## src/vs_macros.svh

```systemverilog
`ifndef VS_MACROS_SVH
`define VS_MACROS_SVH

// Capture memory geometry

// Stored samples, seven banks
`define VS_RAM_DEPTH 7168

// Words in one bank
`define VS_BANK_WORDS 1024

// Covers VS_RAM_DEPTH
`define VS_ADDR_W 13

// Sample width from the ADC front end
`define VS_DATA_W 12

`endif

```

## src/vs_pkg.sv

```systemverilog
`include "vs_macros.svh"

package vs_pkg;

  typedef logic [`VS_DATA_W-1:0] sample_t;
  typedef logic [`VS_ADDR_W-1:0] vs_addr_t;

  // Static setup, held while a capture runs
  typedef struct packed {
    sample_t  threshold;
    vs_addr_t post_count;  // Samples kept after the trigger sample
  } vs_cfg_t;

  typedef struct packed {
    logic     en;
    vs_addr_t addr;
    sample_t  data;
  } vs_wr_t;

  // Offset counted from the oldest stored sample
  typedef struct packed {
    vs_addr_t offset;
  } vs_rd_req_t;

  typedef struct packed {
    sample_t data;
    logic    is_trig;
  } vs_rd_resp_t;

  typedef struct packed {
    logic armed;
    logic triggered;
    logic done;
  } vs_status_t;

endpackage

```

## src/vs_readout.sv

```systemverilog
`include "vs_macros.svh"

module vs_readout (
  input  logic                clk,
  input  logic                rst_n,
  input  logic                rd_take,
  input  vs_pkg::vs_rd_req_t  rd_cmd,
  input  vs_pkg::vs_addr_t    stop_ptr,
  input  vs_pkg::vs_addr_t    trig_addr,
  input  logic                triggered,
  input  vs_pkg::sample_t     rdata,
  output vs_pkg::vs_addr_t    raddr,
  output logic                rd_done,
  output vs_pkg::vs_rd_resp_t rd_resp
);

  import vs_pkg::*;

  logic [`VS_ADDR_W:0] sum;  // One extra bit for the wrap
  logic                is_trig_q;

  assign sum = {1'b0, stop_ptr} + {1'b0, rd_cmd.offset};

  // Offsets count forward from the oldest sample
  assign raddr = (sum >= `VS_RAM_DEPTH) ? vs_addr_t'(sum - `VS_RAM_DEPTH)
                                        : vs_addr_t'(sum);

  always_ff @(posedge clk or negedge rst_n) begin
    if (!rst_n) begin
      rd_done   <= 1'b0;
      is_trig_q <= 1'b0;
    end else begin
      rd_done <= rd_take;  // Memory data valid in this cycle
      if (rd_take) begin
        is_trig_q <= triggered && (raddr == trig_addr);
      end
    end
  end

  // Held until the next read completes
  always_ff @(posedge clk) begin
    if (rd_done) begin
      rd_resp <= '{data: rdata, is_trig: is_trig_q};
    end
  end

endmodule

```

## config.mk

```make
export PLATFORM = sky130hd
export DESIGN_NAME = vs_readout
export DESIGN_NICKNAME = d
export VERILOG_FILES = /design/src/vs_pkg.sv /design/src/vs_readout.sv
export VERILOG_INCLUDE_DIRS = /design/src
export SDC_FILE = /design/constraint.sdc
export NUM_CORES = 1
export LEC_CHECK = 0
export BUFFER_PORTS_ARGS = -buffer_cell sky130_fd_sc_hd__buf_2
export CORE_MARGIN = 3
export CORE_UTILIZATION = 40
export CTS_BUF_LIST = sky130_fd_sc_hd__clkbuf_4
export DETAILED_ROUTE_END_ITERATION = 8
export PLACE_DENSITY = 0.75
export SLEW_MARGIN = 5
export SYNTH_ARGS = -nofsm -noshare
export SYNTH_HDL_FRONTEND = slang
export SYNTH_SLANG_ARGS = --single-unit
```

## constraint.sdc

```tcl
create_clock -name clk -period 4.3 [get_ports clk]
set_input_delay 0.86 -clock clk [delete_from_list [all_inputs] [get_ports clk]]
set_output_delay 0.86 -clock clk [all_outputs]
set_load 0.01 [all_outputs]
```

# Yosys cells after proc, flatten, opt, wreduce, memory -nomap -nowiden

Cells that the tools add are included.

Flip-flop bits (word level): 15
Bits of input ports: 55
Output and inout bits: 27
Logic and storage cells: 10

Add/subtract/negate cells: 2
Magnitude comparators: 1
Equal/unequal tests: 1
Multiplexer cells: 1
Reduce and logical (&&, ||, !) cells: 1

Operators with widths:

| kind                                                                                   | count |
|---|---|
| 13-bit by 13-bit adder with 14-bit output                                              | 1 |
| 14-bit by 13-bit greater-or-equal comparator with 1-bit output (second input constant) | 1 |
| 13-bit == test                                                                         | 1 |
| 13-bit two-way mux                                                                     | 1 |
| 13-bit subtractor (second input constant)                                              | 1 |
| 1-bit logical AND                                                                      | 1 |

# Longest topological paths before layout

Depth in word-level cells: 5
Mapped depth: 13
Gate-level depth less buffers: 13

# Worst setup path before layout

OpenSTA, ideal clock, no wires.

Kind: input to output
Start point: input port rd_cmd[0] in the netlist's numbering
End point: output port raddr[11]
Data arrival time: 3294 ps
Data required time: 3440 ps
Slack: 146 ps
Stages: 10
Path buffers: 0
Cells stage by stage: ha_1 > fa_1 > a211oi_1 > o21ai_1 > a31o_1 > a21o_1 > xor2_1 > ha_1 > a31oi_4 > mux2_1

Cells in the longest elaborated chain, start to end: 3
Elaborated cells on any way between the ends: 4
Those cells by class: add/sub: 2; order compare: 1; mux: 1

RTL lines:

| what                                                                                                                        | line             | text |
|---|---|---|
| from (decl)                                                                                                                 | vs_readout.sv:7  | `input vs_pkg::vs_rd_req_t rd_cmd,` |
| 13-bit by 13-bit adder with 14-bit output (*)                                                                               | vs_readout.sv:22 | `assign sum = {1'b0, stop_ptr} + {1'b0, rd_cmd.offset};` |
| 13-bit subtractor (no source line) / 14-bit by 13-bit greater-or-equal comparator with 1-bit output (equally long branches) | --               |  |
| 13-bit two-way mux (*)                                                                                                      | vs_readout.sv:25 | `` assign raddr = (sum >= `VS_RAM_DEPTH) ? vs_addr_t'(sum - `VS_RAM_DEPTH) `` |
| to (decl)                                                                                                                   | vs_readout.sv:12 | `output vs_pkg::vs_addr_t raddr,` |

Mark *: on every way between the ends. The rest lies on a longest branch, timed or not.

# Worst setup path after layout

Ends and elaborated chain as after synthesis.

==> results.ini <==
[synth]
ys_types=41
seq_area_frac_synth_pct=33.1
synthFlopType=edfxtp_1
synth_compound_area_share_pct=19.9
synth_top_family_by_area=compound AO/OA/AOI/OAI gates
ys_seq_elements=15
synth_commonest_cells=ha_1 (14), xor2_1 (14), edfxtp_1 (13)
synth_top_area_share_pct=29.4
post_synth_inst_count=128
synthTopCellsByArea=edfxtp_1 (29%), ha_1 (13%), xor2_1 (9.2%)
synth_warnings=0
syn_area_um2=1330
async_reset_ff_share_pct=13.3
synth_xor_area_share_pct=17.1
synthAdderAreaFrac_pct=14.7
synth_edf_count=13
syn_avg_cell_area_um2=10.4
synth.mux.area_fraction_pct=0.847
synth_nets=198
yosys.area_share.simple_pct=11.7
yosys.area.top_type=edfxtp_1

[cts]
cts_sinks=15
insertion_delay_ns=0.27
cts_max_level=1
cts.reportedPaths.clkPinSlew_ns=0.08
cts-root-buf=clkbuf_4
cts_tree=built
cts_buffer_depth=2
numCtsBuffers=3

[final_layout]
drive_gt1_share_pct=47.9
final_util_pct=61.3
seqCellArea_um2=440
postLayoutCellArea_um2=1900
layout.nets=290
syn2layout_area_growth_pct=43.0
fill_cells=274
multi_input_area_um2=888
diodes=0

[timing]
worst_pin_slew_ns=0.497
finClkSkew_ns=0.000743
min_period_ns=4.18
period_share_pct=97.3
timing.final.max_slew_violations=0
max-slew-margin-rel_pct=66.9
final-setup-viol-count=0
hold_viol=0
fmax_mhz=239

[route]
routed_wl_um=3070
vias=1305
first_pass_iters=4
avgViaCountPerCell=4.96
drtAntennaViolNets=0
drc=0
drtIter0Drc=40
wire_per_inst_um=11.7

[grt]
grt_pass1_wl_um=5090
grt_overflow=0
grt_pass1_vias=1225
grt_max_degree=15
antenna_found_initial=0
grt.total_usage_pct=15.0

[floorplan]
dieArea_um2=4050
start_util_pct=42.9
core_um2=3100
rows=20
io_pins=82
die_w_um=63.7
die_h_um=63.7

[placed_design]
dpl_cell_area_um2=1820
place_congestion=0.796
portBuffers=81
dpl.hpwl_um=2700

[power_and_ir_drop]
cellLeakagePower_nw=0.911
vdd_drop_max_mv=0.102
p_per_area_nw_per_um2=279

[critical_path]
worst_ep_arrival_time_ns=3.32
crit_path_end_kind=output port
critPathMaxFanout=3
cp-start-kind=primary input
ff2ff_setup_slack_ns=3.29
required_ns=3.44
worstSetupPathType=primary input to output port

[run]
max_cap_viol_count=0

[worst_hold_path]
hold_class=primary input to asynchronous set/reset pin

[run_status]
status=finished clean

==> power by group <==
group          switching [mW]  internal [mW]
registers             0.00334          0.166
clock network          0.0376         0.0422
logic                   0.143          0.138
total                   0.184          0.347
==> layout by cell type (no fill, tap or decap), types with 2 or more instances in the layout <==
master,synthesis,routed
xor2_1,14,13
dfrtp_1,2,2
xnor2_1,12,12
nor3_1,2,2
nand3_1,6,6
nor2_1,11,11
a31oi_1,3,3
nand4_1,2,2
a21o_1,5,5
buf_4,0,9
inv_1,4,4
edfxtp_1,13,13
a21oi_1,5,5
nand2_1,3,3
a31o_1,2,2
a211oi_2,1,2
ha_1,14,13
buf_2,1,81
o21ai_1,3,2
clkbuf_4,0,4
==> worst paths after layout <==
| path | startpoint | end | cells past startpoint |
|---|---|---|---|
| hold / removal | rst_n | is_trig_q | 1 |
| max in group asynchronous | rst_n | rd_done | 1 |
| min in group clk | is_trig_q | rd_resp[0] | 0 |
| setup / recovery | rd_cmd[0] | raddr[11] | 12 |
| hold reg to reg | is_trig_q | rd_resp[0] | 0 |
| setup reg to reg | rd_done | rd_resp[12] | 0 |
==> what timing repair did <==
item	in CTS	in global routing
endpoints found under the setup margin	2	3
resized for setup	1	7
pin swaps	1	3
buffers inserted	0	2
hold buffers	0	0
==> metal layers <==
metal	part of all wire [%]	vias up	routed length (um)	global-route usage (%)
li1	-	662	-	-
met1	43	585	1320	19.3
met2	50	56	1520	26.7
met3	7.2	2	222	2.14
met4	0.065	0	2	2.43
met5	0	-	0	0
==> cell type report <==
cell class	count	area share (%)
Timing Repair Buffer	90	24.9
Multi-Input combinational cell	106	46.7
Inverter	4	0.789
Sequential cell	15	23.2
Tap cell	44	2.89
Clock buffer	4	1.58
==> cells by family (layout without fill, tap and decap cells) <==
group                    after synthesis  count (layout)
flip-flops                            15              15
AO/OA/AOI/OAI                         33              33
buffers and inverters                  7              98
adder cells (fa/ha/maj)               15              15
XOR/XNOR                              26              26
AND/OR/NAND/NOR                       31              31
multiplexers                           1               1
==> metrics by stage <==
| step | setup WS, ns | setup TNS, ns | power (mW) | instances | hold slack, ns |
|---|---|---|---|---|---|
| finish | 0.118 | 0 | 0.530 | 263 | 0.366 |
| floorplan | 0.146 | 0 | 0.346 | 128 | 0.426 |
| global route | -0.0185 | -0.0185 | 0.569 | 263 | 0.351 |
| detailed placement | -0.106 | -0.148 | 0.442 | 257 | 0.443 |
| CTS | 0.00577 | 0 | 0.524 | 261 | 0.355 |
| global placement | -0.0440 | -0.0440 | 0.438 | 257 | 0.440 |
==> critical path, stage by stage <==
cell	delay [ns]
buf_2	0.10
ha_1	0.22
fa_2	0.37
a211oi_2	0.27
o21ai_2	0.09
a31o_1	0.22
a21o_1	0.21
xor2_2	0.16
ha_2	0.21
a31oi_4	0.14
mux2_1	0.33
buf_2	0.14
==> state kept, by name, indices dropped and copies added, names as in the netlist <==
register   count
rd_done        1
is_trig_q      1
rd_resp       13
(Power assumes the default switching activity.)
