--- src/vs_macros.svh ---
`ifndef VS_MACROS_SVH
`define VS_MACROS_SVH

// Capture memory geometry

// Stored samples, seven banks
`define VS_RAM_DEPTH 7168

// Words in one bank
`define VS_BANK_WORDS 1024

// Covers VS_RAM_DEPTH
`define VS_ADDR_W 13

// Sample width from the ADC front end
`define VS_DATA_W 12

`endif

--- src/vs_pkg.sv ---
`include "vs_macros.svh"

package vs_pkg;

  typedef logic [`VS_DATA_W-1:0] sample_t;
  typedef logic [`VS_ADDR_W-1:0] vs_addr_t;

  // Static setup, held while a capture runs
  typedef struct packed {
    sample_t  threshold;
    vs_addr_t post_count;  // Samples kept after the trigger sample
  } vs_cfg_t;

  typedef struct packed {
    logic     en;
    vs_addr_t addr;
    sample_t  data;
  } vs_wr_t;

  // Offset counted from the oldest stored sample
  typedef struct packed {
    vs_addr_t offset;
  } vs_rd_req_t;

  typedef struct packed {
    sample_t data;
    logic    is_trig;
  } vs_rd_resp_t;

  typedef struct packed {
    logic armed;
    logic triggered;
    logic done;
  } vs_status_t;

endpackage

--- src/vs_capture.sv ---
`include "vs_macros.svh"

module vs_capture (
  input  logic             clk,
  input  logic             rst_n,
  input  logic             arm,
  input  vs_pkg::vs_cfg_t  cfg,
  input  logic             samp_take,
  input  vs_pkg::sample_t  samp,
  input  logic             trig_hit,
  output vs_pkg::vs_wr_t   wr,
  output vs_pkg::vs_addr_t stop_ptr,
  output logic             armed,
  output logic             done
);

  import vs_pkg::*;

  vs_addr_t wptr;
  vs_addr_t wptr_nxt;
  vs_addr_t remain;    // Post-trigger samples still to write
  logic     post_run;

  // Only an armed capture writes, later samples are dropped
  assign wr = '{en: samp_take && armed, addr: wptr, data: samp};

  assign wptr_nxt = (wptr == vs_addr_t'(`VS_RAM_DEPTH - 1)) ? '0 : wptr + 1'b1;

  assign stop_ptr = wptr;  // Oldest sample once stopped

  always_ff @(posedge clk or negedge rst_n) begin
    if (!rst_n) begin
      wptr     <= '0;
      remain   <= '0;
      post_run <= 1'b0;
      armed    <= 1'b0;
      done     <= 1'b0;
    end else begin
      if (wr.en) wptr <= wptr_nxt;

      if (arm) begin
        armed    <= 1'b1;
        done     <= 1'b0;
        post_run <= 1'b0;
      end else if (trig_hit) begin
        // Trigger sample is written on this edge
        if (cfg.post_count == '0) begin
          armed <= 1'b0;
          done  <= 1'b1;
        end else begin
          post_run <= 1'b1;
          remain   <= cfg.post_count;
        end
      end else if (post_run && wr.en) begin
        remain <= remain - 1'b1;
        if (remain == vs_addr_t'(1)) begin
          post_run <= 1'b0;
          armed    <= 1'b0;
          done     <= 1'b1;
        end
      end
    end
  end

endmodule

--- config.mk ---
export PLATFORM = sky130hd
export DESIGN_NAME = vs_capture
export DESIGN_NICKNAME = d
export VERILOG_FILES = /design/src/vs_pkg.sv /design/src/vs_capture.sv
export VERILOG_INCLUDE_DIRS = /design/src
export SDC_FILE = /design/constraint.sdc
export NUM_CORES = 1
export LEC_CHECK = 0
export ABC_AREA = 1
export BUFFER_PORTS_ARGS = -buffer_cell sky130_fd_sc_hd__buf_2
export CORE_MARGIN = 2
export CORE_UTILIZATION = 46
export CTS_BUF_LIST = sky130_fd_sc_hd__clkbuf_4
export DETAILED_ROUTE_END_ITERATION = 8
export PLACE_DENSITY = 0.79
export SYNTH_ARGS = -nofsm -noshare
export SYNTH_HDL_FRONTEND = slang
export SYNTH_SLANG_ARGS = --single-unit
--- constraint.sdc ---
create_clock -name clk -period 1.4 [get_ports clk]
set_input_delay 0.07 -clock clk [delete_from_list [all_inputs] [get_ports clk]]
set_output_delay 0.07 -clock clk [all_outputs]
set_load 0.05 [all_outputs]
Word-level counts from Yosys, hierarchy flattened
Cells that the tools add are included.
{"block": "word_totals", "register_bits": 29, "latchBits": 0, "mem_bits_rw": 0, "mem_bits_ro": 0, "in_bits": 42, "output_inout_bits": 41, "wordCells": 39, "n_memories": 0}
{"block": "classes", "n_addsub": 2, "mul": 0, "div": 0, "order_cmp": 0, "n_eq_ne": 5, "n_shift": 0, "muxes": 17, "n_bitwise": 1, "n_reduce_logical": 9}
{"op": "2-to-1 mux 13 bit", "n": 4}
{"op": "adder 13 x 1 -> 13 bit, second input constant", "n": 1}
{"op": "equality test 13 x 1 -> 1 bit, second input constant", "n": 1}
{"op": "equality test 13 bit, second input constant", "n": 1}
{"op": "logical NOT 13 bit", "n": 1}
{"op": "2-to-1 mux 1 bit", "n": 13}
{"op": "subtractor 13 x 1 -> 13 bit, second input constant", "n": 1}
{"op": "AND reduction 3 bit", "n": 3}
{"op": "nonzero test 3 bit", "n": 2}
{"op": "!= test 3 x 2 -> 1 bit, second input constant", "n": 1}
{"op": "!= test 3 bit, second input constant", "n": 1}
{"op": "logical AND 1 bit", "n": 2}
{"op": "!= test 2 bit, second input constant", "n": 1}
{"op": "nonzero test 2 bit", "n": 1}
{"op": "NOT 1 bit", "n": 1}

Longest topological paths before layout
{"block": "logic_depth", "depth_word": 5, "ltp_mapped": 9, "depth_no_buf": 9}

Least setup slack after synthesis
OpenSTA, ideal clock, no wires.
{"block": "synth_timing", "path_type": "register to register", "start": "register armed", "end": "register wptr[6], in the netlist stop_ptr[6]", "setup_time_ps": 80, "t_arrival_ps": 1708, "required_ps": 1320, "slack_ps": -388, "path_stages_with_launch": 6, "n_path_buf": 0, "period_less_slack_ps": 1788, "path_cell_list": "dfrtp_1 > nand2_2 > inv_1 > nand2_1 > nor3_1 > a2bb2oi_1"}
{"item": "start, declared", "line_no": "vs_capture.sv:13", "text": "output logic armed,"}
{"item": "start signal, assigned", "line_no": "vs_capture.sv:36", "text": "armed <= 1'b0;"}
{"item": "start signal, assigned", "line_no": "vs_capture.sv:42", "text": "armed <= 1'b1;"}
{"item": "start signal, assigned", "line_no": "vs_capture.sv:48", "text": "armed <= 1'b0;"}
{"item": "end signal, assigned", "line_no": "vs_capture.sv:39", "text": "if (wr.en) wptr <= wptr_nxt;"}
{"item": "end, declared", "line_no": "vs_capture.sv:19", "text": "vs_addr_t wptr;"}

Worst setup path after layout
{"block": "layout_timing", "start": "register remain[0]", "end": "register remain[6]"}
{"block": "layout_between", "elab_chain_len": 3}
{"item": "start, declared", "line_no": "vs_capture.sv:21", "text": "vs_addr_t remain;"}
{"item": "start signal, assigned", "line_no": "vs_capture.sv:52", "text": "remain <= cfg.post_count;"}
{"item": "start signal, assigned", "line_no": "vs_capture.sv:55", "text": "remain <= remain - 1'b1;"}
{"item": "subtractor 13 x 1 -> 13 bit", "line_no": "vs_capture.sv:55"}
{"item": "2-to-1 mux 13 bit", "line_no": "vs_capture.sv:54", "text": "end else if (post_run && wr.en) begin"}
{"item": "2-to-1 mux 13 bit", "line_no": "vs_capture.sv:45", "text": "end else if (trig_hit) begin"}
Every way passes these cells. The select of a mux whose other input is x is not followed.
A chain may end at the register's enable or synchronous reset.

==> flow_summary_export.csv <==
group,metric,value,unit
status,status,"finished, violations left",
status,violations,"setup timing",
floorplanning,initial_core_util,0.481,
power,p_leak,1.28,nW
timing,fmax,713,MHz
detailed_routing,first_pass_iters,4,
floorplanning,core,4410,µm²
detailed_routing,drtAntennaViolNets,0,
layout,diodes,0,
timing,rsz0062_at_grt,"true",
power,p_per_area,1430,nW/µm²
clock_network,cts.sinks,29,
timing,clock_skew,0.0131,ns
layout,areaGrowthSynthToFinish,18.3,%
global_routing,antenna_found_initial,0,
timing,period_needed,1.40,ns
clock_network,cts.clk_slew.worst_paths,0.10,ns
timing,setup_viol,1,
worst_setup_path,cp.arrival,1.63,ns
synthesis,synth.yosys.seq_area_share,0.342,
detailed_routing,wirelength,4630,µm
timing,maxSlewHeadroom,0.748,
clock_network,numCtsBuffers,5,
global_routing,grt_pass1_vias,1839,
clock_network,cts_root_buffer,"clkbuf_4",
job,cap_viol_max_count,0,
worst_setup_path,critical_path_class,"register to register",
timing,worst_slew_pin_slew,0.378,ns
floorplanning,top_level_ports,83,
timing,timing.final.crit_share,1.00,
synthesis,yosysUniqueCellTypes,29,
synthesis,synth-seq-cells,29,
worst_setup_path,r2r_cells,7,
worst_setup_path,critPathLaunchType,"register",
clock_network,clkLatencyLatePin,0.34,ns
hold_path,hold_end,"remain[2]",
hold_path,hold_start,"cfg[2]",
detailed_routing,viasPerCell,4.95,
floorplanning,num_rows,24,
worst_setup_path,r2r_slack,-0.003,ns
synthesis,synth_warnings,0,
power,totalPowerFinal,3.58,mW
synthesis,synth_area_leaders,"dfrtp_1 (34%), nand2_1 (16%), buf_4 (8.8%)",
detailed_routing,drt_iter0_markers,92,
worst_setup_path,worstReg2RegEnd,"remain[6]",
floorplanning,die_w,71.9,µm
placement,placed_area,2340,µm²
synthesis,syn_inst,306,
layout,mostFrequentLayoutCell,"nand2_1",
detailed_routing,vias,1964,
timing,fin_ws,-0.00260,ns
placement,hpwl,3640,µm
synthesis,synth_top_cell_by_area,"dfrtp_1",
detailed_routing,drc,0,
timing,finalHoldViolCount,0,
placement,gp_congestion,0.852,
hold_path,min_path_type,"primary input to register",
timing,slew_violations,0,
clock_network,cts_buffer_depth,2,
power,irDropWorstVdd,0.00117,V
global_routing,gr-usage-all-layers,0.192,
worst_setup_path,end_kind,"register",
global_routing,grt-ovfl-total,0,
hold_path,whs_path_depth,5,
layout,layout_common_cells,"nand2_1 (89), buf_2 (45), nor2_1 (32), inv_1 (31), nand3_1 (21)",
placement,io_buffers,46,
synthesis,syn_avg_cell_area,6.94,µm²
timing,final.setup.tns,-0.00260,ns
global_routing,grt_max_degree,18,
worst_setup_path,reg2reg_from,"remain[0]",
detailed_routing,routedWlPerCell,11.7,µm
floorplanning,die-area,5180,µm²
clock_network,h-tree-depth,2,
global_routing,grt_pass1_wl,7850,µm
layout,num-nets-final,389,
worst_setup_path,critPathRequiredTime,1.62,ns
layout,drive_above_1_share,0.359,
synthesis,syn_area,2120,µm²
layout,fin_area,2510,µm²
worst_setup_path,path_max_fanout,6,
synthesis,syn_nets,351,
floorplanning,fp.dieH,71.9,µm
synthesis,synth_top_area_frac,0.342,
clock_network,cts_tree,"done",
-- cell type report --
type / instances / area (µm²)
clock buffer: 6 / 45.0
fill: 427 / 1900
clock inverter: 2 / 33.8
multi-input combinational: 213 / 1130
inverter: 35 / 135
tap: 52 / 65.1
timing repair buffer: 60 / 368
sequential: 29 / 737
-- registers in the layout, indices dropped and copies added (netlist names) --
name / count
armed: 1
done: 1
post_run: 1
remain: 13
stop_ptr: 13
-- report_power, final --
group | leakage (nW) | total, mW | internal (mW) | switching [mW]
clock network | 0.0433 | 0.698 | 0.391 | 0.307
logic | 0.901 | 1.67 | 0.486 | 1.18
registers | 0.333 | 1.22 | 1.01 | 0.204
total | 1.28 | 3.58 | 1.89 | 1.69
-- cell usage after synthesis --
cell type / count
nand3b_1: 1
nand3_1: 22
and2_1: 1
dfrtp_1: 29
buf_2: 1
nand3_2: 6
clkbuf_1: 1
buf_6: 2
inv_2: 1
a21oi_1: 4
nand2_1: 92
a2bb2oi_1: 1
nor3_1: 2
nand4_1: 2
nor2_1: 40
or2_2: 3
nand2_2: 5
nor2_4: 3
o21ai_1: 2
nor3_2: 2
o21ai_2: 7
ha_1: 3
nand2_4: 1
o21ai_0: 9
inv_1: 34
nor2_2: 5
o21bai_1: 1
xnor2_1: 1
buf_4: 25
-- metal layers --
layer	global-route usage	up-vias	part of all wire
met5	0	-	0
met4	0.0545	0	0.010
met3	0.0403	7	0.067
met2	0.344	64	0.51
met1	0.233	888	0.41
li1	-	1005	-
-- metrics by stage --
stage,instances,setup slack [ns],util,hold WS [ns]
2_1_floorplan,306,-0.0922,-,-0.226
3_3_place_gp,384,0.0646,0.529,0.0112
3_5_place_dp,384,0.00752,0.529,0.0175
4_1_cts,395,0.00113,0.554,0.0408
5_1_grt,397,-0.0675,0.569,0.0764
6_report,397,-0.00260,0.569,0.0484
-- how the worst max path moves through the flow --
stage / end / startpoint
detailed placement: stop_ptr[10] / stop_ptr[1]
finish: remain[6] / remain[0]
global route: remain[6] / remain[0]
global placement: remain[10] / remain[1]
CTS: remain[10] / remain[1]
floorplan: stop_ptr[10] / stop_ptr[0]
-- cells by family (layout without fill, tap and decap cells) --
family,count (synthesis),in the layout,synth area share
AO/OA/AOI/OAI,24,24,0.0719
XOR/XNOR,1,1,0.00413
adder cells (fa/ha/maj),3,3,0.0177
buffers and inverters,64,103,0.165
flip-flops,29,29,0.342
AND/OR/NAND/NOR,185,185,0.400
-- what timing repair did --
item,CTS,global route
buffers inserted,1,2
endpoints found under the hold margin,29,0
gates resized for setup,0,20
hold buffers,2,0
endpoints found under the setup margin,1,15
-- worst max-delay path, cell delays in order (launching register included) --
cell,delay (ns)
dfrtp_1,0.41
inv_1,0.09
ha_2,0.20
nand2_2,0.12
o21ai_0,0.22
nand3_1,0.12
nand3_2,0.09
nand2_1,0.05
No activity file was read; power rests on OpenSTA's default activity.
