### config.mk
export PLATFORM = sky130hd
export DESIGN_NAME = vs_trigger
export DESIGN_NICKNAME = d
export VERILOG_FILES = /design/src/vs_pkg.sv /design/src/vs_trigger.sv
export VERILOG_INCLUDE_DIRS = /design/src
export SDC_FILE = /design/constraint.sdc
export NUM_CORES = 1
export LEC_CHECK = 0
export BUFFER_PORTS_ARGS = -buffer_cell sky130_fd_sc_hd__buf_2
export CORE_ASPECT_RATIO = 0.6
export CORE_MARGIN = 1.5
export CORE_UTILIZATION = 51
export DETAILED_ROUTE_END_ITERATION = 6
export PLACE_DENSITY = 0.85
export SETUP_SLACK_MARGIN = 0.4
export SKIP_CTS_REPAIR_TIMING = 1
export SYNTH_ARGS = -nofsm -noshare
export SYNTH_HDL_FRONTEND = slang
export SYNTH_SLANG_ARGS = --single-unit
### constraint.sdc
create_clock -name clk -period 4.8 [get_ports clk]
set_input_delay 0.48 -clock clk [delete_from_list [all_inputs] [get_ports clk]]
set_output_delay 0.48 -clock clk [all_outputs]
set_load 0.01 [all_outputs]
### src/vs_macros.svh
`ifndef VS_MACROS_SVH
`define VS_MACROS_SVH

// Capture memory geometry

// Stored samples, seven banks
`define VS_RAM_DEPTH 7168

// Words in one bank
`define VS_BANK_WORDS 1024

// Covers VS_RAM_DEPTH
`define VS_ADDR_W 13

// Sample width from the ADC front end
`define VS_DATA_W 12

`endif

### src/vs_pkg.sv
`include "vs_macros.svh"

package vs_pkg;

  typedef logic [`VS_DATA_W-1:0] sample_t;
  typedef logic [`VS_ADDR_W-1:0] vs_addr_t;

  // Static setup, held while a capture runs
  typedef struct packed {
    sample_t  threshold;
    vs_addr_t post_count;  // Samples kept after the trigger sample
  } vs_cfg_t;

  typedef struct packed {
    logic     en;
    vs_addr_t addr;
    sample_t  data;
  } vs_wr_t;

  // Offset counted from the oldest stored sample
  typedef struct packed {
    vs_addr_t offset;
  } vs_rd_req_t;

  typedef struct packed {
    sample_t data;
    logic    is_trig;
  } vs_rd_resp_t;

  typedef struct packed {
    logic armed;
    logic triggered;
    logic done;
  } vs_status_t;

endpackage

### src/vs_trigger.sv
module vs_trigger (
  input  logic             clk,
  input  logic             rst_n,
  input  logic             arm,
  input  vs_pkg::vs_cfg_t  cfg,
  input  vs_pkg::vs_wr_t   wr,
  output logic             trig_hit,
  output logic             triggered,
  output vs_pkg::vs_addr_t trig_addr
);

  import vs_pkg::*;

  logic    armed;
  logic    prev_vld;  // First sample after arm has no predecessor
  sample_t prev;

  // Rising crossing on the sample being written this cycle
  assign trig_hit = armed && !triggered && wr.en && prev_vld &&
                    (prev < cfg.threshold) && (wr.data >= cfg.threshold);

  always_ff @(posedge clk or negedge rst_n) begin
    if (!rst_n) begin
      armed     <= 1'b0;
      triggered <= 1'b0;
      prev_vld  <= 1'b0;
      trig_addr <= '0;
    end else if (arm) begin
      armed     <= 1'b1;
      triggered <= 1'b0;
      prev_vld  <= 1'b0;
    end else begin
      if (wr.en) prev_vld <= 1'b1;
      if (trig_hit) begin
        triggered <= 1'b1;
        trig_addr <= wr.addr;  // Where the trigger sample lands
      end
    end
  end

  always_ff @(posedge clk) begin
    if (wr.en) prev <= wr.data;
  end

endmodule

# Word-level counts from Yosys, hierarchy flattened
# Index checks and enable logic that the tools add are counted.
# word_totals
regBits	28
inputBits	54
output_inout_bits	15
elab_cells	21
# op_classes
order_cmp	2
mux	4
bitwise_logic	1
n_reduce_logical	9
# op_table
operator	n
$ge 12x12->1	1
$lt 12x12->1	1
$logic_and 1x1->1	5
$mux 1	4
$reduce_bool 2->1	2
$reduce_and 2->1	1
$logic_not 1->1	1
$not 1->1	1

# Depth between registers and ports, before layout
# Gate-level depths: netlist of run 1.
# depth
depth_word	8
depth_mapped	9
depth_no_buf	8

# Least setup slack after synthesis of run 1
# OpenSTA, ideal clock, no wires.
# synth_path
kind	in2reg
start	input cfg[22] (netlist name)
end	register trig_addr[10]
setup_time_ns	0.125
arrival_ns	2.189
required_time_ns	4.675
setup_slack_ns	2.486
path_stages	8
n_path_buf	1
cell_sequence	inv_1 > ha_1 > nand4_2 > nor3_2 > a2111oi_4 > nor4b_4 > buf_6 > mux2_4
# synth_via
elab_chain_len	4
word_cells_on_any_way	5
cone_classes	order compare (2); reduce/logical (3)
# synth_lines
item	line	text
start, declared	vs_trigger.sv:5	input vs_pkg::vs_cfg_t cfg,
$lt 12x12->1	vs_trigger.sv:20	(prev < cfg.threshold) && (wr.data >= cfg.threshold);
$logic_and 1x1->1	vs_trigger.sv:19	assign trig_hit = armed && !triggered && wr.en && prev_vld &&
$logic_and 1x1->1 *	vs_trigger.sv:20	
$reduce_and 2->1 (no source line) *	--	
end signal, assigned	vs_trigger.sv:36	trig_addr <= wr.addr;
end, declared	vs_trigger.sv:9	output vs_pkg::vs_addr_t trig_addr
# Mark *: on every way between the ends. The rest lies on a longest branch, timed or not.
# A chain may end at the register's enable or synchronous reset.

# Worst setup path after layout of run 1
# layout_path
start	register prev[11]
end	register trig_addr[1]
# layout_via
elab_chain_len	4
# layout_lines
item	line	text
start, declared	vs_trigger.sv:16	sample_t prev;
start signal, assigned	vs_trigger.sv:42	if (wr.en) prev <= wr.data;
$lt 12x12->1	vs_trigger.sv:20	
$logic_and 1x1->1	vs_trigger.sv:19	
$logic_and 1x1->1	vs_trigger.sv:20	
$reduce_and 2->1 (no source line)	--	
# Every way passes these cells.

==> impl_metrics.py, run 1 <==
metrics = {
    "status": {
        "status": "completed",
    },
    "yosys": {
        "synth_nets": 193,
        "ys_ff_latch": 28,
        "syn_inst": 116,
        "syn_area_sq_um": 1590,
        "ys_types": 28,
        "ys_seq_area_share_pct": 47.8,
        "yosys_warnings": 0,
        "avgSynthCellArea_sq_um": 13.7,
    },
    "sta": {
        "fin_skew_ns": 0.00609,
        "fmax_mhz": 366,
        "rsz0062_at_grt": "no",
        "hold_viol": 0,
        "slew_violations": 0,
        "finalSetupTns_ns": 0,
        "period_share_pct": 56.9,
        "worst_pin_slew_ns": 1.07,
        "setup_viol": 0,
        "fin_ws_ns": 2.07,
        "min_period_ns": 2.73,
        "relSlewSlack_pct": 28.6,
    },
    "global_routing": {
        "grt_pass1_wl_um": 5140,
        "overflow": 0,
        "grt_util_all_layers_pct": 20.3,
        "grt_max_degree": 17,
        "antenna_found_initial": 0,
        "grt_pass1_vias": 1203,
    },
    "die": {
        "die-area_sq_um": 3470,
        "start_util_pct": 54.7,
        "num_io_pins": 69,
        "fp.dieW_um": 75.1,
        "die_height_um": 46.3,
        "coreArea_sq_um": 2910,
        "placement_rows": 15,
    },
    "worst_setup_path": {
        "critPathMaxFanout": 13,
        "cp.arrival_ns": 2.89,
        "required_ns": 4.96,
        "critical_path_class": "flip-flop to flip-flop",
        "crit_path_end_kind": "flip-flop",
        "worstRegToRegCells": 6,
        "critPathLaunchType": "flip-flop",
    },
    "power": {
        "p_clk_share_pct": 22.4,
        "swShare_pct": 27.6,
        "p_seq_share_pct": 49.0,
        "internal-power_mw": 0.473,
        "irDropWorstVdd_mv": 0.151,
        "switchingPower_mw": 0.181,
        "p_leak_nw": 0.999,
        "combPwrFrac_pct": 28.6,
        "power.density_nw_per_um2": 333,
    },
    "finish": {
        "syn_to_final_growth_pct": 23.4,
        "fin_area_sq_um": 1960,
        "mostFrequentLayoutCell": "buf_2",
        "diodes": 0,
        "layout_common_cells": "buf_2 (55), ha_1 (23), dfrtp_1 (16)",
        "layout.nets": 252,
        "drive_gt1_share_pct": 44.3,
    },
    "clock_network": {
        "cts.sinks": 28,
        "clk_pin_slew_ns": 0.10,
        "cts_tree": "yes",
        "clock_latency_ns": 0.28,
        "cts-root-buf": "clkbuf_8",
        "numCtsBuffers": 3,
        "cts_htree_levels": 1,
        "ctsLongestPathBuffers": 2,
    },
    "detailed_routing": {
        "via_per_inst": 5.13,
        "drtIter0Drc": 44,
        "drtPass1Iterations": 4,
        "vias": 1108,
        "wirelength_um": 3190,
        "post-route-drc-count": 0,
        "wl_per_cell_um": 14.8,
        "ant_nets": 0,
    },
    "placed_design": {
        "dp_hpwl_um": 2670,
        "dpl-instance-area_sq_um": 1910,
        "portBuffers": 55,
        "dpl_worst_slack_ns": 1.79,
        "gp_congestion": 0.807,
    },
    "flow_run": {
        "maxCapViolations": 0,
    },
    "min_path": {
        "hold_path.class": "input port to async pin",
    },
}
metal layers:
layer  track usage, %  wire [um]
met2             37.3       1610
met3             4.81        149
met5                0          0
met4             4.73          8
met1             24.5       1430
registers in the layout (all words and copies together) (netlist names):
register   cells
armed          1
triggered      1
prev_vld       1
prev          12
trig_addr     13
synthesized netlist by cell type:
cell type,count,area share (%)
a2111oi_4,1,1.7
a211oi_2,1,0.79
a21o_1,2,0.94
a21oi_1,5,1.6
a311oi_1,1,0.55
and4bb_1,1,0.79
buf_6,1,0.71
dfrtp_1,16,25
edfxtp_1,12,23
ha_1,23,18
inv_1,12,2.8
mux2_1,3,2.1
mux2_4,10,9.4
nand2_1,4,0.94
nand2b_4,1,0.87
nand4_1,1,0.39
nand4_2,1,0.79
nor2_1,5,1.2
nor2b_1,1,0.39
nor3_1,2,0.63
nor3_2,2,1.3
nor3b_1,2,0.94
nor4b_4,1,1.5
o2111ai_1,2,1.1
o21ai_0,2,0.63
o21ba_1,1,0.63
o21bai_1,2,0.94
or2_2,1,0.39
through the flow:
| stage | utilization (%) | instances | hold slack, ns | power [mW] |
|---|---|---|---|---|
| after floorplan | - | 116 | 0.184 | 0.431 |
| after global placement | 65.5 | 212 | 0.394 | 0.500 |
| after detailed placement | 65.5 | 212 | 0.414 | 0.512 |
| after CTS | 67.4 | 216 | 0.113 | 0.659 |
| after global routing | 67.4 | 216 | 0.116 | 0.691 |
| final | 67.4 | 216 | 0.0954 | 0.653 |
power groups by stage:
stage               logic [mW]  registers [mW]  clock network (mW)
global placement         0.180           0.320                   0
floorplan               0.0899           0.341                   0
CTS                      0.190           0.321               0.148
global route             0.207           0.326               0.158
finish                   0.187           0.320               0.146
detailed placement       0.188           0.324                   0
critical path, stage by stage, from the launching register on:
cell and delay (ns):
edfxtp_1 0.37, ha_1 0.32, nand4_1 0.16, o2111ai_1 0.14
a311oi_1 0.30, nor4b_4 0.92, mux2_1 0.40
final timing paths:
kind	startpoint	end	slack, ns
hold / removal	rst_n	trig_addr[6]$_DFFE_PN0P_	0.1
hold reg to reg	armed$_DFFE_PN0P_	armed$_DFFE_PN0P_	0.48
setup reg to reg	prev[11]$_DFFE_PP_	trig_addr[1]$_DFFE_PN0P_	2.07
max in group asynchronous	rst_n	trig_addr[2]$_DFFE_PN0P_	4.44
min in group clk	wr[0]	prev[0]$_DFFE_PP_	0.39
setup / recovery	prev[11]$_DFFE_PP_	trig_addr[1]$_DFFE_PN0P_	2.07
logic make-up after synthesis:
logic type	count (synthesis)	synth area share (%)
fa+ha+maj	23	18.1
buf+inv	13	3.54
simple gates	22	10.1
flops	28	47.8
compound gates	17	8.89
mux	13	11.6
cell type report:
type / instances / area (sq um)
Clock buffer: 4 / 55.1
Fill cell: 219 / 947
Inverter: 12 / 45.0
Multi-Input combinational cell: 75 / 773
Sequential cell: 28 / 761
Tap cell: 42 / 52.6
Timing Repair Buffer: 55 / 275
No activity file was read; power rests on OpenSTA's default activity.
==> inputs of run 2 (changes only) <==
--- a/config.mk
+++ b/config.mk
@@ -9,9 +9,9 @@
 export BUFFER_PORTS_ARGS = -buffer_cell sky130_fd_sc_hd__buf_2
 export CORE_ASPECT_RATIO = 0.6
 export CORE_MARGIN = 1.5
-export CORE_UTILIZATION = 51
+export CORE_UTILIZATION = 42
 export DETAILED_ROUTE_END_ITERATION = 6
-export PLACE_DENSITY = 0.85
+export PLACE_DENSITY = 0.75
 export SETUP_SLACK_MARGIN = 0.4
 export SKIP_CTS_REPAIR_TIMING = 1
 export SYNTH_ARGS = -nofsm -noshare
==> constraint.sdc (replaced) <==
create_clock -name clk -period 2.5 [get_ports clk]
set_input_delay 0.25 -clock clk [delete_from_list [all_inputs] [get_ports clk]]
set_output_delay 0.25 -clock clk [all_outputs]
set_load 0.01 [all_outputs]
==> impl_metrics.py, run 2 (same netlist as run 1, synthesis figures left out) <==
metrics = {
    "sta": {
        "hold_slack_ns": 0.161,
        "min_period_ns": 2.26,
        "slew_violations": 0,
        "rsz0062_at_grt": "yes",
        "setup_viol": 0,
        "hold_viol": 0,
        "fin_skew_ns": 0.00397,
        "period_share_pct": 90.3,
        "fmax_mhz": 443,
        "relSlewSlack_pct": 75.7,
        "worst_pin_slew_ns": 0.365,
        "finalSetupTns_ns": 0,
    },
    "finish": {
        "fin_util_pct": 55.9,
        "fillCellCount": 303,
        "largest_registers": "trig_addr (13), prev (12)",
        "fin_cells": 224,
        "mostFrequentLayoutCell": "buf_2",
        "seqCellArea_sq_um": 761,
        "largest_register": "trig_addr",
        "fin_area_sq_um": 2030,
        "diodes": 0,
        "largest_register_ffs": 13,
        "layout.nets": 255,
        "multi_input_area_sq_um": 801,
        "drive_gt1_share_pct": 46.9,
        "syn_to_final_growth_pct": 27.9,
        "layout_common_cells": "buf_2 (55), ha_1 (22), dfrtp_1 (16)",
    },
    "placed_design": {
        "gp_congestion": 0.823,
        "portBuffers": 55,
        "place_inst": 219,
        "dp_hpwl_um": 2730,
        "dpl-instance-area_sq_um": 1950,
    },
    "worst_setup_path": {
        "critPathMaxFanout": 13,
        "worstRegToRegCells": 7,
        "required_ns": 2.66,
        "crit_path_end_kind": "flip-flop",
        "cp-startpoint": "prev[10]$_DFFE_PP_",
        "cp.arrival_ns": 2.42,
        "critPathLaunchType": "flip-flop",
        "setup.worst_path.end": "trig_addr[2]$_DFFE_PN0P_",
        "cp_slowest_cell": "edfxtp_1",
        "worstReg2RegEnd": "trig_addr[2]$_DFFE_PN0P_",
        "r2r-start": "prev[10]$_DFFE_PP_",
        "reg2reg_slack_ns": 0.24,
        "worstPathCellList": "ha_1 -> nand4_1 -> o2111ai_1 -> a311oi_2 -> nor4b_4 -> buf_12 -> mux2_1",
        "critical_path_class": "flip-flop to flip-flop",
        "slowest_delay_ns": 0.38,
    },
    "detailed_routing": {
        "wl_per_cell_um": 14.7,
        "drtPass1Iterations": 4,
        "wirelength_um": 3300,
        "drtIter0Drc": 43,
        "ant_nets": 0,
        "vias": 1115,
        "via_per_inst": 4.98,
        "post-route-drc-count": 0,
    },
    "global_routing": {
        "grt_pass1_wl_um": 5250,
        "antenna_found_initial": 0,
        "grt_pass1_vias": 1115,
        "overflow": 0,
        "grt_max_degree": 17,
        "grt_util_all_layers_pct": 16.9,
    },
    "die": {
        "coreArea_sq_um": 3640,
        "start_util_pct": 43.7,
        "placement_rows": 17,
        "die-area_sq_um": 4180,
        "fp.dieW_um": 82.4,
        "die_height_um": 50.7,
        "num_io_pins": 69,
    },
    "clock_network": {
        "numCtsBuffers": 3,
        "cts.sinks": 28,
        "clk_pin_slew_ns": 0.10,
        "cts_htree_levels": 1,
        "cts_tree": "yes",
        "cts-root-buf": "clkbuf_8",
        "clock_latency_ns": 0.27,
        "ctsLongestPathBuffers": 2,
    },
    "flow_run": {
        "maxCapViolations": 0,
    },
    "power": {
        "power.density_nw_per_um2": 624,
        "irDropWorstVdd_mv": 0.305,
        "p_leak_nw": 1.02,
    },
    "min_path": {
        "hold_path.class": "input port to flip-flop",
    },
    "status": {
        "status": "completed",
    },
}
-- run 2: cell count changes in the layout (fill, tap and decap cells not counted), sizes merged --
cell / change
dlygate4sd3: +1
buf: +2
-- run 2: power by group --
part / switching [mW] / internal (mW) / total, mW / leakage (nW)
logic: 0.169 / 0.203 / 0.372 / 0.673
clock network: 0.139 / 0.141 / 0.280 / 0.0288
registers: 0.0459 / 0.571 / 0.617 / 0.317
total: 0.354 / 0.914 / 1.27 / 1.02
-- run 2: worst min-delay path by stage --
| stage | endpoint | slack, ns | from | cells past startpoint |
|---|---|---|---|---|
| detailed placement | trig_addr[4]$_DFFE_PN0P_ | 0.18 | rst_n | 1 |
| floorplan | armed$_DFFE_PN0P_ | -0.05 | rst_n | 0 |
| global placement | trig_addr[9]$_DFFE_PN0P_ | 0.16 | rst_n | 1 |
| CTS | trig_addr[4]$_DFFE_PN0P_ | -0.12 | rst_n | 1 |
| finish | prev[0]$_DFFE_PP_ | 0.16 | wr[0] | 1 |
| global route | prev[1]$_DFFE_PP_ | 0.15 | wr[1] | 1 |
-- run 2: through the flow --
| stage | setup slack (ns) | power, mW |
|---|---|---|
| 6_report | 0.242 | 1.27 |
| 5_1_grt | 0.148 | 1.33 |
| 4_1_cts | 0.0986 | 1.27 |
| 3_5_place_dp | 0.140 | 0.991 |
| 3_3_place_gp | 0.253 | 0.968 |
| 2_1_floorplan | 0.405 | 0.829 |
-- run 2: area by class of cell --
class | count | share of cell area [%]
multi-input cells | 75 | 39.4
flip-flops and latches | 28 | 37.4
repair buffers | 58 | 15.4
clock buffers | 4 | 2.71
well taps | 47 | 2.89
inverters | 12 | 2.22
-- run 2: critical path: cells and delay by family (launching register included) --
kind                     cells  cell delay [ns]
AO/OA/AOI/OAI                2             0.44
AND/OR/NAND/NOR              2             0.47
multiplexers                 1             0.33
buffers and inverters        1             0.20
adder cells (fa/ha/maj)      1             0.32
flip-flops                   1             0.38
-- run 2: routing by layer --
metal  part of all wire (%)  track usage (%)  up-vias
met2                     47             27.0       30
li1                       -                -      547
met4                   0.45             2.54        0
met1                     47             24.4      536
met5                      0                0        -
met3                    5.1             3.09        2
