<file path="config.mk">
export PLATFORM = sky130hd
export DESIGN_NAME = hs_slave
export DESIGN_NICKNAME = d
export VERILOG_FILES = /design/src/hs_slave.sv
export SDC_FILE = /design/constraint.sdc
export NUM_CORES = 1
export LEC_CHECK = 0
export ABC_AREA = 1
export BUFFER_PORTS_ARGS = -buffer_cell sky130_fd_sc_hd__buf_2
export CORE_AREA = 2 2 39 41
export CTS_CLUSTER_DIAMETER = 50
export DETAILED_ROUTE_END_ITERATION = 7
export DIE_AREA = 0 0 41 43
export HOLD_SLACK_MARGIN = 0.06
export PLACE_DENSITY_LB_ADDON = 0.15
export SYNTH_ARGS = -nofsm -noshare
export SYNTH_HDL_FRONTEND = slang
export SYNTH_SLANG_ARGS = --single-unit
</file>
<file path="constraint.sdc">
create_clock -name clk -period 1.1 [get_ports clk]
set_input_delay 0.22 -clock clk [delete_from_list [all_inputs] [get_ports clk]]
set_output_delay 0.22 -clock clk [all_outputs]
set_load 0.1 [all_outputs]
</file>
<file path="src/hs_slave.sv">
module hs_slave #(
  parameter type payload_t = logic
) (
  input  logic     clk,
  input  logic     rst_n,
  input  logic     req,
  input  payload_t payload,
  input  logic     done_in,
  output logic     ack,
  output logic     take,
  output payload_t data
);

  typedef enum logic [1:0] {
    ST_IDLE,
    ST_BUSY,   // Client working on the payload
    ST_ACKED   // Waiting for req to fall
  } state_e;

  state_e state;

  always_ff @(posedge clk or negedge rst_n) begin
    if (!rst_n) begin
      state <= ST_IDLE;
      take  <= 1'b0;
    end else begin
      take <= 1'b0;
      case (state)
        ST_IDLE: begin
          if (req) begin
            state <= ST_BUSY;
            take  <= 1'b1;  // Single strobe per handshake
          end
        end
        ST_BUSY: begin
          if (done_in) state <= ST_ACKED;
        end
        ST_ACKED: begin
          if (!req) state <= ST_IDLE;
        end
        default: state <= ST_IDLE;
      endcase
    end
  end

  // Payload held for the client until the next handshake
  always_ff @(posedge clk) begin
    if (state == ST_IDLE && req) data <= payload;
  end

  assign ack = (state == ST_ACKED);

endmodule

</file>
# After elaboration in Yosys (flattened, before gate mapping)

Cells that the tools add are included.

Equal/unequal tests: 5
Multiplexer cells: 6
Reduce and logical (&&, ||, !) cells: 3

Operators with widths:

| cell                 | count |
|---|---|
| $mux W2              | 3 |
| $ne A2 B2 Y1 const B | 3 |
| $pmux W2 S3          | 1 |
| $reduce_and A3 Y1    | 1 |
| $eq A2 B1 Y1 const B | 1 |
| $eq A2 B2 Y1 const B | 1 |
| $logic_not A2 Y1     | 1 |
| $mux W1              | 2 |
| $logic_and A1 B1 Y1  | 1 |

Register bits: 4
Word-level logic and storage cells: 17
Output and inout bits: 3
Input bits: 5

# Longest topological paths before layout

Gate-level depths: netlist of the first run.

Word-level depth: 3
Depth in mapped cells: 3

# Worst setup path after synthesis of the first run

Ideal clock, no wire load.

Path kind: register to output
Start point: register state[0]
End point: output ack
Arrival: 1.670 ns
Path slack: -0.790 ns
Buffers on the path: 0
Stages on the path, launching flop included: 2
Data required time: 0.880 ns
Cell sequence: dfrtp_1 -> nor2_1

Word-level cells in the longest chain between the ends: 1

RTL lines:

| what                   | line | text |
|---|---|---|
| from (decl)            | 20   | `state_e state;` |
| from (signal assigned) | 24   | `state <= ST_IDLE;` |
| from (signal assigned) | 31   | `state <= ST_BUSY;` |
| from (signal assigned) | 36   | `if (done_in) state <= ST_ACKED;` |
| $eq A2 B2 Y1           | 51   | `assign ack = (state == ST_ACKED);` |
| to (decl)              | 9    | `output logic ack,` |

No other way between the ends.

# Final worst setup path of the first run

Ends and elaborated chain as after synthesis.

==> run summary, run 1 <==
hold crit path type: input port to flop
share of layout cells above drive strength 1: 0.600
DRT antenna net count: 0
max_slew headroom: 0.925
routed length per instance: 7.96 um
Remaining Overflow, GRT: 0
Hold Crit Depth: 1
syn avg cell area: 9.62 sq um
Routed WL: 366 um
drt via density: 3.39
mapped cell area: 154 sq um
Fin Hold WS: 155 ps
Hold Fails Final Rpt: 0
Final Non-Filler Cells: 46
part of the cycle the worst path needs: 1.08
Worst path slowest cell: dfrtp_2
status: complete, but fails checks
Max-cap violations: 0
Pwr Total: 1.07 mW
nets: 36
clk_lat worst skew: 240 ps
post-placement cell count: 39
actual slew at the worst max-slew pin: 113 ps
Filler cells: 153
worst stage delay on the critical path: 420 ps
PnR worst setup slack: -90.0 ps
core box area: 0.00138 sq mm
H-tree level count: 1
min cycle time layout: 1190 ps
max-slew violations: 0
Die Area: 0.00176 sq mm
Netlist cell types: 6
Register-to-Register Setup Slack: 0 ps
vias in the first global route: 168
FMAX: 840 MHz
CTS Buf Count: 3
post-synthesis cell count: 16
Iter 0 DRT Violations: 0
crit-path max FO: 2
Die X: 41 um
CTS tree: done
area fraction of the dominant cell type after synthesis: 0.488
DR DRC count: 0
clk slew on worst S/H paths: 40 ps
RSZ-0062 raised after global routing: yes
Die Ht: 43 um
failing checks: negative setup slack
dpl hpwl: 250 um
Global Route Usage Sum: 0.0595
critical-path cell list: nor2_4 -> buf_12
pin count of the biggest net entering global routing: 5
via count: 156
sequential area share after synthesis: 0.683
Area Overhead vs Synth: 107%
number of diodes: 0
FP Rows: 14
# clock sinks: 4
first-pass GRT wire length: 655 um
port bufs: 7
Worst Setup End Kind: primary output
largest cells by area after synthesis: dfrtp_1 49%, edfxtp_1 20%, nand3_1 9.8%
final setup violation count: 1
clock root buffer: clkbuf_4
crit start category: flop
Starting Density: 0.111
largest area contributor in the synthesized netlist: dfrtp_1
deepest clock path buffer count: 2
initial antenna violation count: 0
Static Leak: 0.156 nW
r2r worst-path depth: 4
Post-Syn Nets: 21
Setup TNS: -90.0 ps
Top Ports: 8
Max VDD drop: 0.00109 V
DR pass1 iterations: 1
Setup Skew: 6.03 ps
CP required: 880 ps
Critical Path AT: 970 ps
Syn. warnings: 0
#FFs+latches synth: 4
RePlAce Congestion: 0.654
pwr/cell area: 3370 mW/mm^2
Crit Path Class: flop to primary output
## cell families after synthesis
family                 count (synthesis)  share of synthesized area
and+or+nand+nor                        8                      0.219
DFF                                    4                      0.683
buffers and inverters                  4                     0.0975
## cell usage after synthesis
library cell	n
nand2_1	3
nor2_1	2
dfrtp_1	3
inv_1	4
edfxtp_1	1
nand3_1	3
## where the power goes
group / total [mW] / switching (mW) / internal, mW
Clock: 0.205 / 0.0688 / 0.137
Combinational: 0.598 / 0.375 / 0.223
Sequential: 0.267 / 0.0499 / 0.217
## path summary, 6_finish.rpt
| kind | endpoint | from |
|---|---|---|
| worst max-delay path | ack | state[0] |
| worst min-delay path | data | payload |
| worst max register to register | data | state[0] |
| worst min register to register | state[0] | state[1] |
| max in group asynchronous | take | rst_n |
| min in group asynchronous | state[0] | rst_n |
## state kept, by name (all words and copies together), names as in the netlist
register / flops
state: 2
data: 1
take: 1
## stage by stage
step	worst slack, ps	cell area (sq um)	util
6_report	-90.0	318	0.230
3_5_place_dp	114	263	0.190
5_1_grt	-124	318	0.230
4_1_cts	-90.6	315	0.228
2_1_floorplan	-24.0	163	-
3_3_place_gp	117	263	0.190
## worst max-delay path: cells and delay by family, from the launching register on
family                 cells  cell delay [ps]
buffers and inverters      1              180
DFF                        1              420
and+or+nand+nor            1              130
## what timing repair did
item,4_1_cts,5_1_grt
gates resized for setup,1,2
endpoints found under the setup margin,1,2
buffers inserted,2,0
endpoints found under the hold margin,3,0
hold buffers,1,0
pin swaps,0,1
## cell type report
class	instances	area (sq um)	share of cell area
well taps	16	20.0	0.0630
flip-flops and latches	4	108	0.339
clock buffers	4	26.3	0.0827
multi-input cells	8	43.8	0.138
inverters	4	15.0	0.0472
repair buffers	10	105	0.331
## layer usage
metal	routed length (um)	vias up	GRT usage	part of all wire
met1	154	69	0.0719	0.42
met4	14	0	0.100	0.038
met3	31	2	0.00524	0.085
met2	166	9	0.0656	0.45
met5	0	-	0	0
li1	-	76	-	-
## cells in the final DEF, fill, tap and decap left out
master	synthesis	routed
nand3_1	3	3
clkbuf_4	0	3
dfrtp_1	3	1
edfxtp_1	1	1
buf_4	0	2
inv_1	4	2
nand2_1	3	3
nor2_4	0	1
nor2_2	0	1
buf_12	0	3
clkbuf_1	0	1
buf_2	0	4
inv_2	0	2
dlygate4sd3_1	0	1
dfrtp_2	0	2
Power figures use the tool's default switching activity.
==> run 2, diff against run 1 <==
--- a/config.mk
+++ b/config.mk
@@ -7,12 +7,14 @@
 export LEC_CHECK = 0
 export ABC_AREA = 1
 export BUFFER_PORTS_ARGS = -buffer_cell sky130_fd_sc_hd__buf_2
+export CELL_PAD_IN_SITES_DETAIL_PLACEMENT = 0
+export CELL_PAD_IN_SITES_GLOBAL_PLACEMENT = 1
 export CORE_AREA = 2 2 39 41
 export CTS_CLUSTER_DIAMETER = 50
 export DETAILED_ROUTE_END_ITERATION = 7
 export DIE_AREA = 0 0 41 43
 export HOLD_SLACK_MARGIN = 0.06
-export PLACE_DENSITY_LB_ADDON = 0.15
+export PLACE_DENSITY_LB_ADDON = 0.12
 export SYNTH_ARGS = -nofsm -noshare
 export SYNTH_HDL_FRONTEND = slang
 export SYNTH_SLANG_ARGS = --single-unit
==> run 2 against run 1 <==
Net effect: the run still ends with negative setup slack left; sequential share of layout area fell by 1.3 points; combinational power rose by 4.2%; count of clock-buffer cells in the layout did not move; sequential cell count did not move; highest routed layer unchanged.
==> run summary, run 2 (synthesized netlist as in run 1, its figures left out) <==
number of diodes: 0 (unchanged)
initial antenna violation count: 0 (unchanged)
CP required: 880 ps (about the same)
FP Rows: 14 (unchanged)
Global Route Usage Sum: 0.0794 (+0.0199)
Setup Skew: 8.73 ps (+2.70 ps)
first-pass GRT wire length: 662 um (+1.1%)
Reg area: 108 sq um (unchanged)
failing checks: negative setup slack
pin count of the biggest net entering global routing: 5 (unchanged)
deepest clock path buffer count: 2 (unchanged)
nets: 38 (+5.6%)
Clock Power Share: 0.193 (about the same)
Critical Path AT: 960 ps (about the same)
commonest non-fill, non-tap cells in the layout: 4 x buf_2, 4 x buf_4
Max VDD drop: 0.00125 V (+15%)
DRT antenna net count: 0 (unchanged)
biggest regs: state: 2 flops, data: 1 flops, take: 1 flops
Routed WL: 435 um (+19%)
Die X: 41 um (unchanged)
Area Overhead vs Synth: 115%
crit-path max FO: 2 (unchanged)
pwr/cell area: 3330 mW/mm^2 (-0.97%)
Hold Crit Depth: 1 (unchanged)
Die Ht: 43 um (unchanged)
crit start category: flop
min cycle time layout: 1180 ps (-8.32 ps)
grt peak-use layer: met4
GRT met3 Usage: 0.0785 (+0.0733)
max_slew headroom: 0.925 (about the same)
max reg flops: 2 (unchanged)
port bufs: 7 (unchanged)
Hold Fails Final Rpt: 0 (unchanged)
switching part of the total: 0.454 (-0.00787)
Largest Register: state
DR pass1 iterations: 1 (unchanged)
final core utilization: 0.239 (+0.00904)
drt via density: 3.44 (+1.4%)
pre-CTS WS: 82.1 ps (-32.4 ps)
RSZ-0062 raised after global routing: yes
share of layout cells above drive strength 1: 0.594 (-0.00625)
Static Leak: 0.165 nW (+6.0%)
FMAX: 846 MHz (+0.70%)
Crit Path Class: flop to primary output
Iter 0 DRT Violations: 0 (unchanged)
dpl hpwl: 280 um (+12%)
Starting Density: 0.111 (unchanged)
hold crit path type: input port to flop
DR DRC count: 0 (unchanged)
max-slew violations: 0 (unchanged)
via count: 165 (+5.8%)
core box area: 0.00138 sq mm (unchanged)
clk slew on worst S/H paths: 40 ps (about the same)
Final Non-Filler Cells: 48 (+4.3%)
clock root buffer: clkbuf_4
Die Area: 0.00176 sq mm (unchanged)
PnR worst setup slack: -81.7 ps (+8.32 ps)
H-tree level count: 1 (unchanged)
part of the cycle the worst path needs: 1.07 (-0.00756)
Setup TNS: -81.7 ps (+8.32 ps)
Remaining Overflow, GRT: 0 (unchanged)
switching pwr: 0.500 mW (+1.2%)
Flop pwr share: 0.242 (-0.007)
status: complete, but fails checks
Max-cap violations: 0 (unchanged)
post-placement cell count: 39 (unchanged)
CTS Buf Count: 3 (unchanged)
actual slew at the worst max-slew pin: 113 ps (+0.462 ps)
area of the multi-input gates: 41.3 sq um (-5.7%)
CTS tree: done
Cell Int Power: 0.602 mW (+4.4%)
Filler cells: 155 (+1.3%)
final setup violation count: 1 (unchanged)
RePlAce Congestion: 0.691 (+5.7%)
GRT met2 Usage: 0.0688 (+0.00313)
r2r worst-path depth: 4 (unchanged)
Top Ports: 8 (unchanged)
# clock sinks: 4 (unchanged)
clk_lat worst skew: 250 ps (about the same)
Worst Setup End Kind: primary output
grt met1 use: 0.0581 (-0.0138)
vias in the first global route: 158 (-6.0%)
routed length per instance: 9.06 um (+14%)
Combinational Power Share: 0.566 (+0.007)
run 2: changes by cell type in the layout (fill, tap and decap cells not counted), sizes merged:
cell	change
buf	+2
run 2: what timing repair did:
item / 4_1_cts / 5_1_grt
hold buffers: 1 / 0
buffers inserted: 2 / 2
endpoints found under the hold margin: 3 / 0
endpoints found under the setup margin: 1 / 2
pin swaps: 0 / 2
resized for setup: 2 / 0
run 2: path summary, 6_finish.rpt:
kind,from,to,slack (ps)
worst min-delay path,payload,data,150
worst min register to register,state[1],state[0],570
worst max register to register,state[0],data,10
min in group asynchronous,rst_n,take,290
worst max-delay path,state[0],ack,-80
max in group asynchronous,rst_n,state[0],670
run 2: layer usage:
| metal | share of wire | vias to the layer above | wire length, um |
|---|---|---|---|
| met5 | 0 | - | 0 |
| met4 | 0.10 | 0 | 45 |
| met3 | 0.099 | 5 | 43 |
| met2 | 0.41 | 10 | 177 |
| met1 | 0.39 | 71 | 168 |
| li1 | - | 79 | - |
run 2: final cells by class:
| cell class | count | area share |
|---|---|---|
| timing repair buffer | 12 | 0.364 |
| multi-input combinational | 8 | 0.125 |
| inverter | 4 | 0.0455 |
| clock buffer | 4 | 0.0795 |
| tap | 16 | 0.0606 |
| sequential | 4 | 0.326 |
run 2: metrics by stage:
step	power, mW	hold WS, ps	cell area (sq um)
after floorplan	0.604	-75.6	163
after global placement	0.801	24.2	263
after detailed placement	0.801	20.0	263
after CTS	1.08	146	315
after global routing	1.16	132	330
final	1.10	148	330
run 2: power groups by stage:
stage                     Clock, mW  Sequential, mW  Combinational, mW
after floorplan                   0           0.408              0.196
after global placement            0           0.281              0.520
after detailed placement          0           0.282              0.520
after CTS                     0.220           0.267              0.594
after global routing          0.237           0.269              0.652
final                         0.212           0.266              0.623
run 2: critical path: stages, from the launching register on:
cell and delay (ps):
dfrtp_2 420, nor2_4 130, buf_12 180
==> run 3, diff against run 2 <==
--- a/config.mk
+++ b/config.mk
@@ -6,13 +6,13 @@
 export NUM_CORES = 1
 export LEC_CHECK = 0
 export ABC_AREA = 1
-export BUFFER_PORTS_ARGS = -buffer_cell sky130_fd_sc_hd__buf_2
 export CELL_PAD_IN_SITES_DETAIL_PLACEMENT = 0
 export CELL_PAD_IN_SITES_GLOBAL_PLACEMENT = 1
 export CORE_AREA = 2 2 39 41
 export CTS_CLUSTER_DIAMETER = 50
 export DETAILED_ROUTE_END_ITERATION = 7
 export DIE_AREA = 0 0 41 43
+export DONT_BUFFER_PORTS = 1
 export HOLD_SLACK_MARGIN = 0.06
 export PLACE_DENSITY_LB_ADDON = 0.12
 export SYNTH_ARGS = -nofsm -noshare
==> run 3 against run 2 <==
Net effect: utilization fell by 0.54 points; cell count shrank 8.3%; the run still ends with negative setup slack left; worst hold slack got worse by 45 ps; non-clock buffer count decreased by 4; design area down 2.3%; sequential share of layout area is 0.76 points higher; combinational power increased by 3.2%.
==> run summary, run 3 (synthesized netlist as in run 1, its figures left out) <==
drt via density: 3.41 (-0.83%)
FMAX: 853 MHz (+0.81%)
via count: 150 (-9.1%)
CP startpoint: state[1]
Register-to-Register Setup Slack: 60 ps (+50 ps)
pwr/cell area: 3440 mW/mm^2 (+3.2%)
clk_lat worst skew: 240 ps (about the same)
Critical Path AT: 950 ps (about the same)
Routed WL: 363 um (-17%)
RSZ-0062 raised after global routing: yes
FP Rows: 14 (unchanged)
Largest Register: state
biggest regs: state: 2 flops, data: 1 flops, take: 1 flops
hold crit path type: input port to flop
DR DRC count: 0 (unchanged)
routed length per instance: 8.25 um (-9.0%)
Setup crit end: ack
final setup violation count: 1 (unchanged)
port bufs: 0 (-7)
Worst path slowest cell: dfrtp_1
Starting Density: 0.111 (unchanged)
part of the cycle the worst path needs: 1.07 (-0.00867)
dpl cell area: 243 sq um (-7.6%)
clk slew on worst S/H paths: 40 ps (about the same)
Worst Setup End Kind: primary output
DRT antenna net count: 0 (unchanged)
nets: 34 (-11%)
clock root buffer: clkbuf_4
Setup Skew: 7.25 ps (-1.47 ps)
CTS tree: done
initial antenna violation count: 0 (unchanged)
RePlAce Congestion: 0.673 (-2.6%)
PnR worst setup slack: -72.2 ps (+9.54 ps)
Remaining Overflow, GRT: 0 (unchanged)
pin count of the biggest net entering global routing: 5 (unchanged)
vias in the first global route: 156 (-1.3%)
failing checks: negative setup slack
H-tree level count: 1 (unchanged)
r2r worst-path depth: 4 (unchanged)
Static Leak: 0.150 nW (-9.2%)
reg2reg end: data
commonest non-fill, non-tap cells in the layout: 3 x nand3_1, 3 x clkbuf_4, 3 x buf_12, 3 x buf_4
post-route cell area: 323 sq um (-2.3%)
Max VDD drop: 0.00158 V (+27%)
worst stage delay on the critical path: 360 ps (-60 ps)
first-pass GRT wire length: 552 um (-17%)
max reg flops: 2 (unchanged)
Max-cap violations: 0 (unchanged)
Iter 0 DRT Violations: 0 (unchanged)
post-placement cell count: 35 (-10%)
crit-path max FO: 3 (+1)
Top Ports: 8 (unchanged)
pre-CTS WS: 81.5 ps (-0.535 ps)
Crit Path Class: flop to primary output
critical-path cell list: inv_2 -> nor2_4 -> buf_12
DR pass1 iterations: 1 (unchanged)
max-slew violations: 0 (unchanged)
# clock sinks: 4 (unchanged)
Die X: 41 um (unchanged)
Die Area: 0.00176 sq mm (unchanged)
actual slew at the worst max-slew pin: 161 ps (+47.7 ps)
reg2reg start: state[0]
Area Overhead vs Synth: 110%
crit start category: flop
core box area: 0.00138 sq mm (unchanged)
Hold Fails Final Rpt: 0 (unchanged)
CP required: 880 ps (about the same)
share of layout cells above drive strength 1: 0.571 (-0.0223)
status: complete, but fails checks
max_slew headroom: 0.892 (-0.0323)
CTS Buf Count: 3 (unchanged)
Die Ht: 43 um (unchanged)
deepest clock path buffer count: 2 (unchanged)
Global Route Usage Sum: 0.0522 (-0.0272)
min cycle time layout: 1170 ps (-9.54 ps)
number of diodes: 0 (unchanged)
Final Non-Filler Cells: 44 (-8.3%)
==> run 3: changes by cell type in the layout (fill, tap and decap cells not counted), sizes merged <==
cell	before	now
dlygate4sd3	1	2
buf	11	6
==> run 3: how the worst min path moves through the flow <==
stage	start	end	cells after the start
2_1_floorplan	rst_n	state[0]	0
3_5_place_dp	rst_n	take	0
3_3_place_gp	rst_n	take	0
6_report	req	take	2
4_1_cts	payload	data	0
5_1_grt	req	take	2
==> run 3: worst max-delay path: cells and delay by family (launching register included) <==
kind / cells / cell delay, ps
flip-flops: 1 / 360
buffers and inverters: 2 / 240
AND/OR/NAND/NOR: 1 / 120
==> run 3: final cells by class <==
type,count,area [sq um]
Clock buffer,4,26.3
Fill cell,155,1060
Inverter,4,15.0
Multi-Input combinational cell,8,51.3
Sequential cell,4,108
Tap cell,16,20.0
Timing Repair Buffer,8,103
==> run 3: what timing repair did <==
action,CTS,global route
endpoints found under the setup margin,1,2
hold endpoints to repair,3,1
gates resized for setup,2,3
hold buffers,1,1
setup buffers,2,2
pin swaps,0,2
==> run 3: stage by stage <==
step	total power [mW]	hold slack [ps]	TNS, ps	utilization
CTS	1.07	65.2	-80.4	0.213
global route	1.18	95.5	-119	0.233
detailed placement	0.793	-75.5	0	0.175
finish	1.11	102	-72.2	0.233
global placement	0.793	-75.5	0	0.175
floorplan	0.604	-75.6	-46.6	-
==> run 3: per-layer routing <==
metal | wire length (um) | GRT usage | vias to the layer above
li1 | - | - | 71
met1 | 149 | 0.0547 | 72
met2 | 181 | 0.0594 | 7
met3 | 32 | 0.0524 | 0
met4 | 0 | 0.0400 | 0
met5 | 0 | 0 | -
==> run 3: power by group <==
| part | total (mW) | switching (mW) | internal (mW) | leakage [nW] |
|---|---|---|---|---|
| clock network | 0.204 | 0.0673 | 0.137 | 0.0150 |
| logic | 0.643 | 0.394 | 0.250 | 0.0896 |
| registers | 0.264 | 0.0474 | 0.217 | 0.0452 |
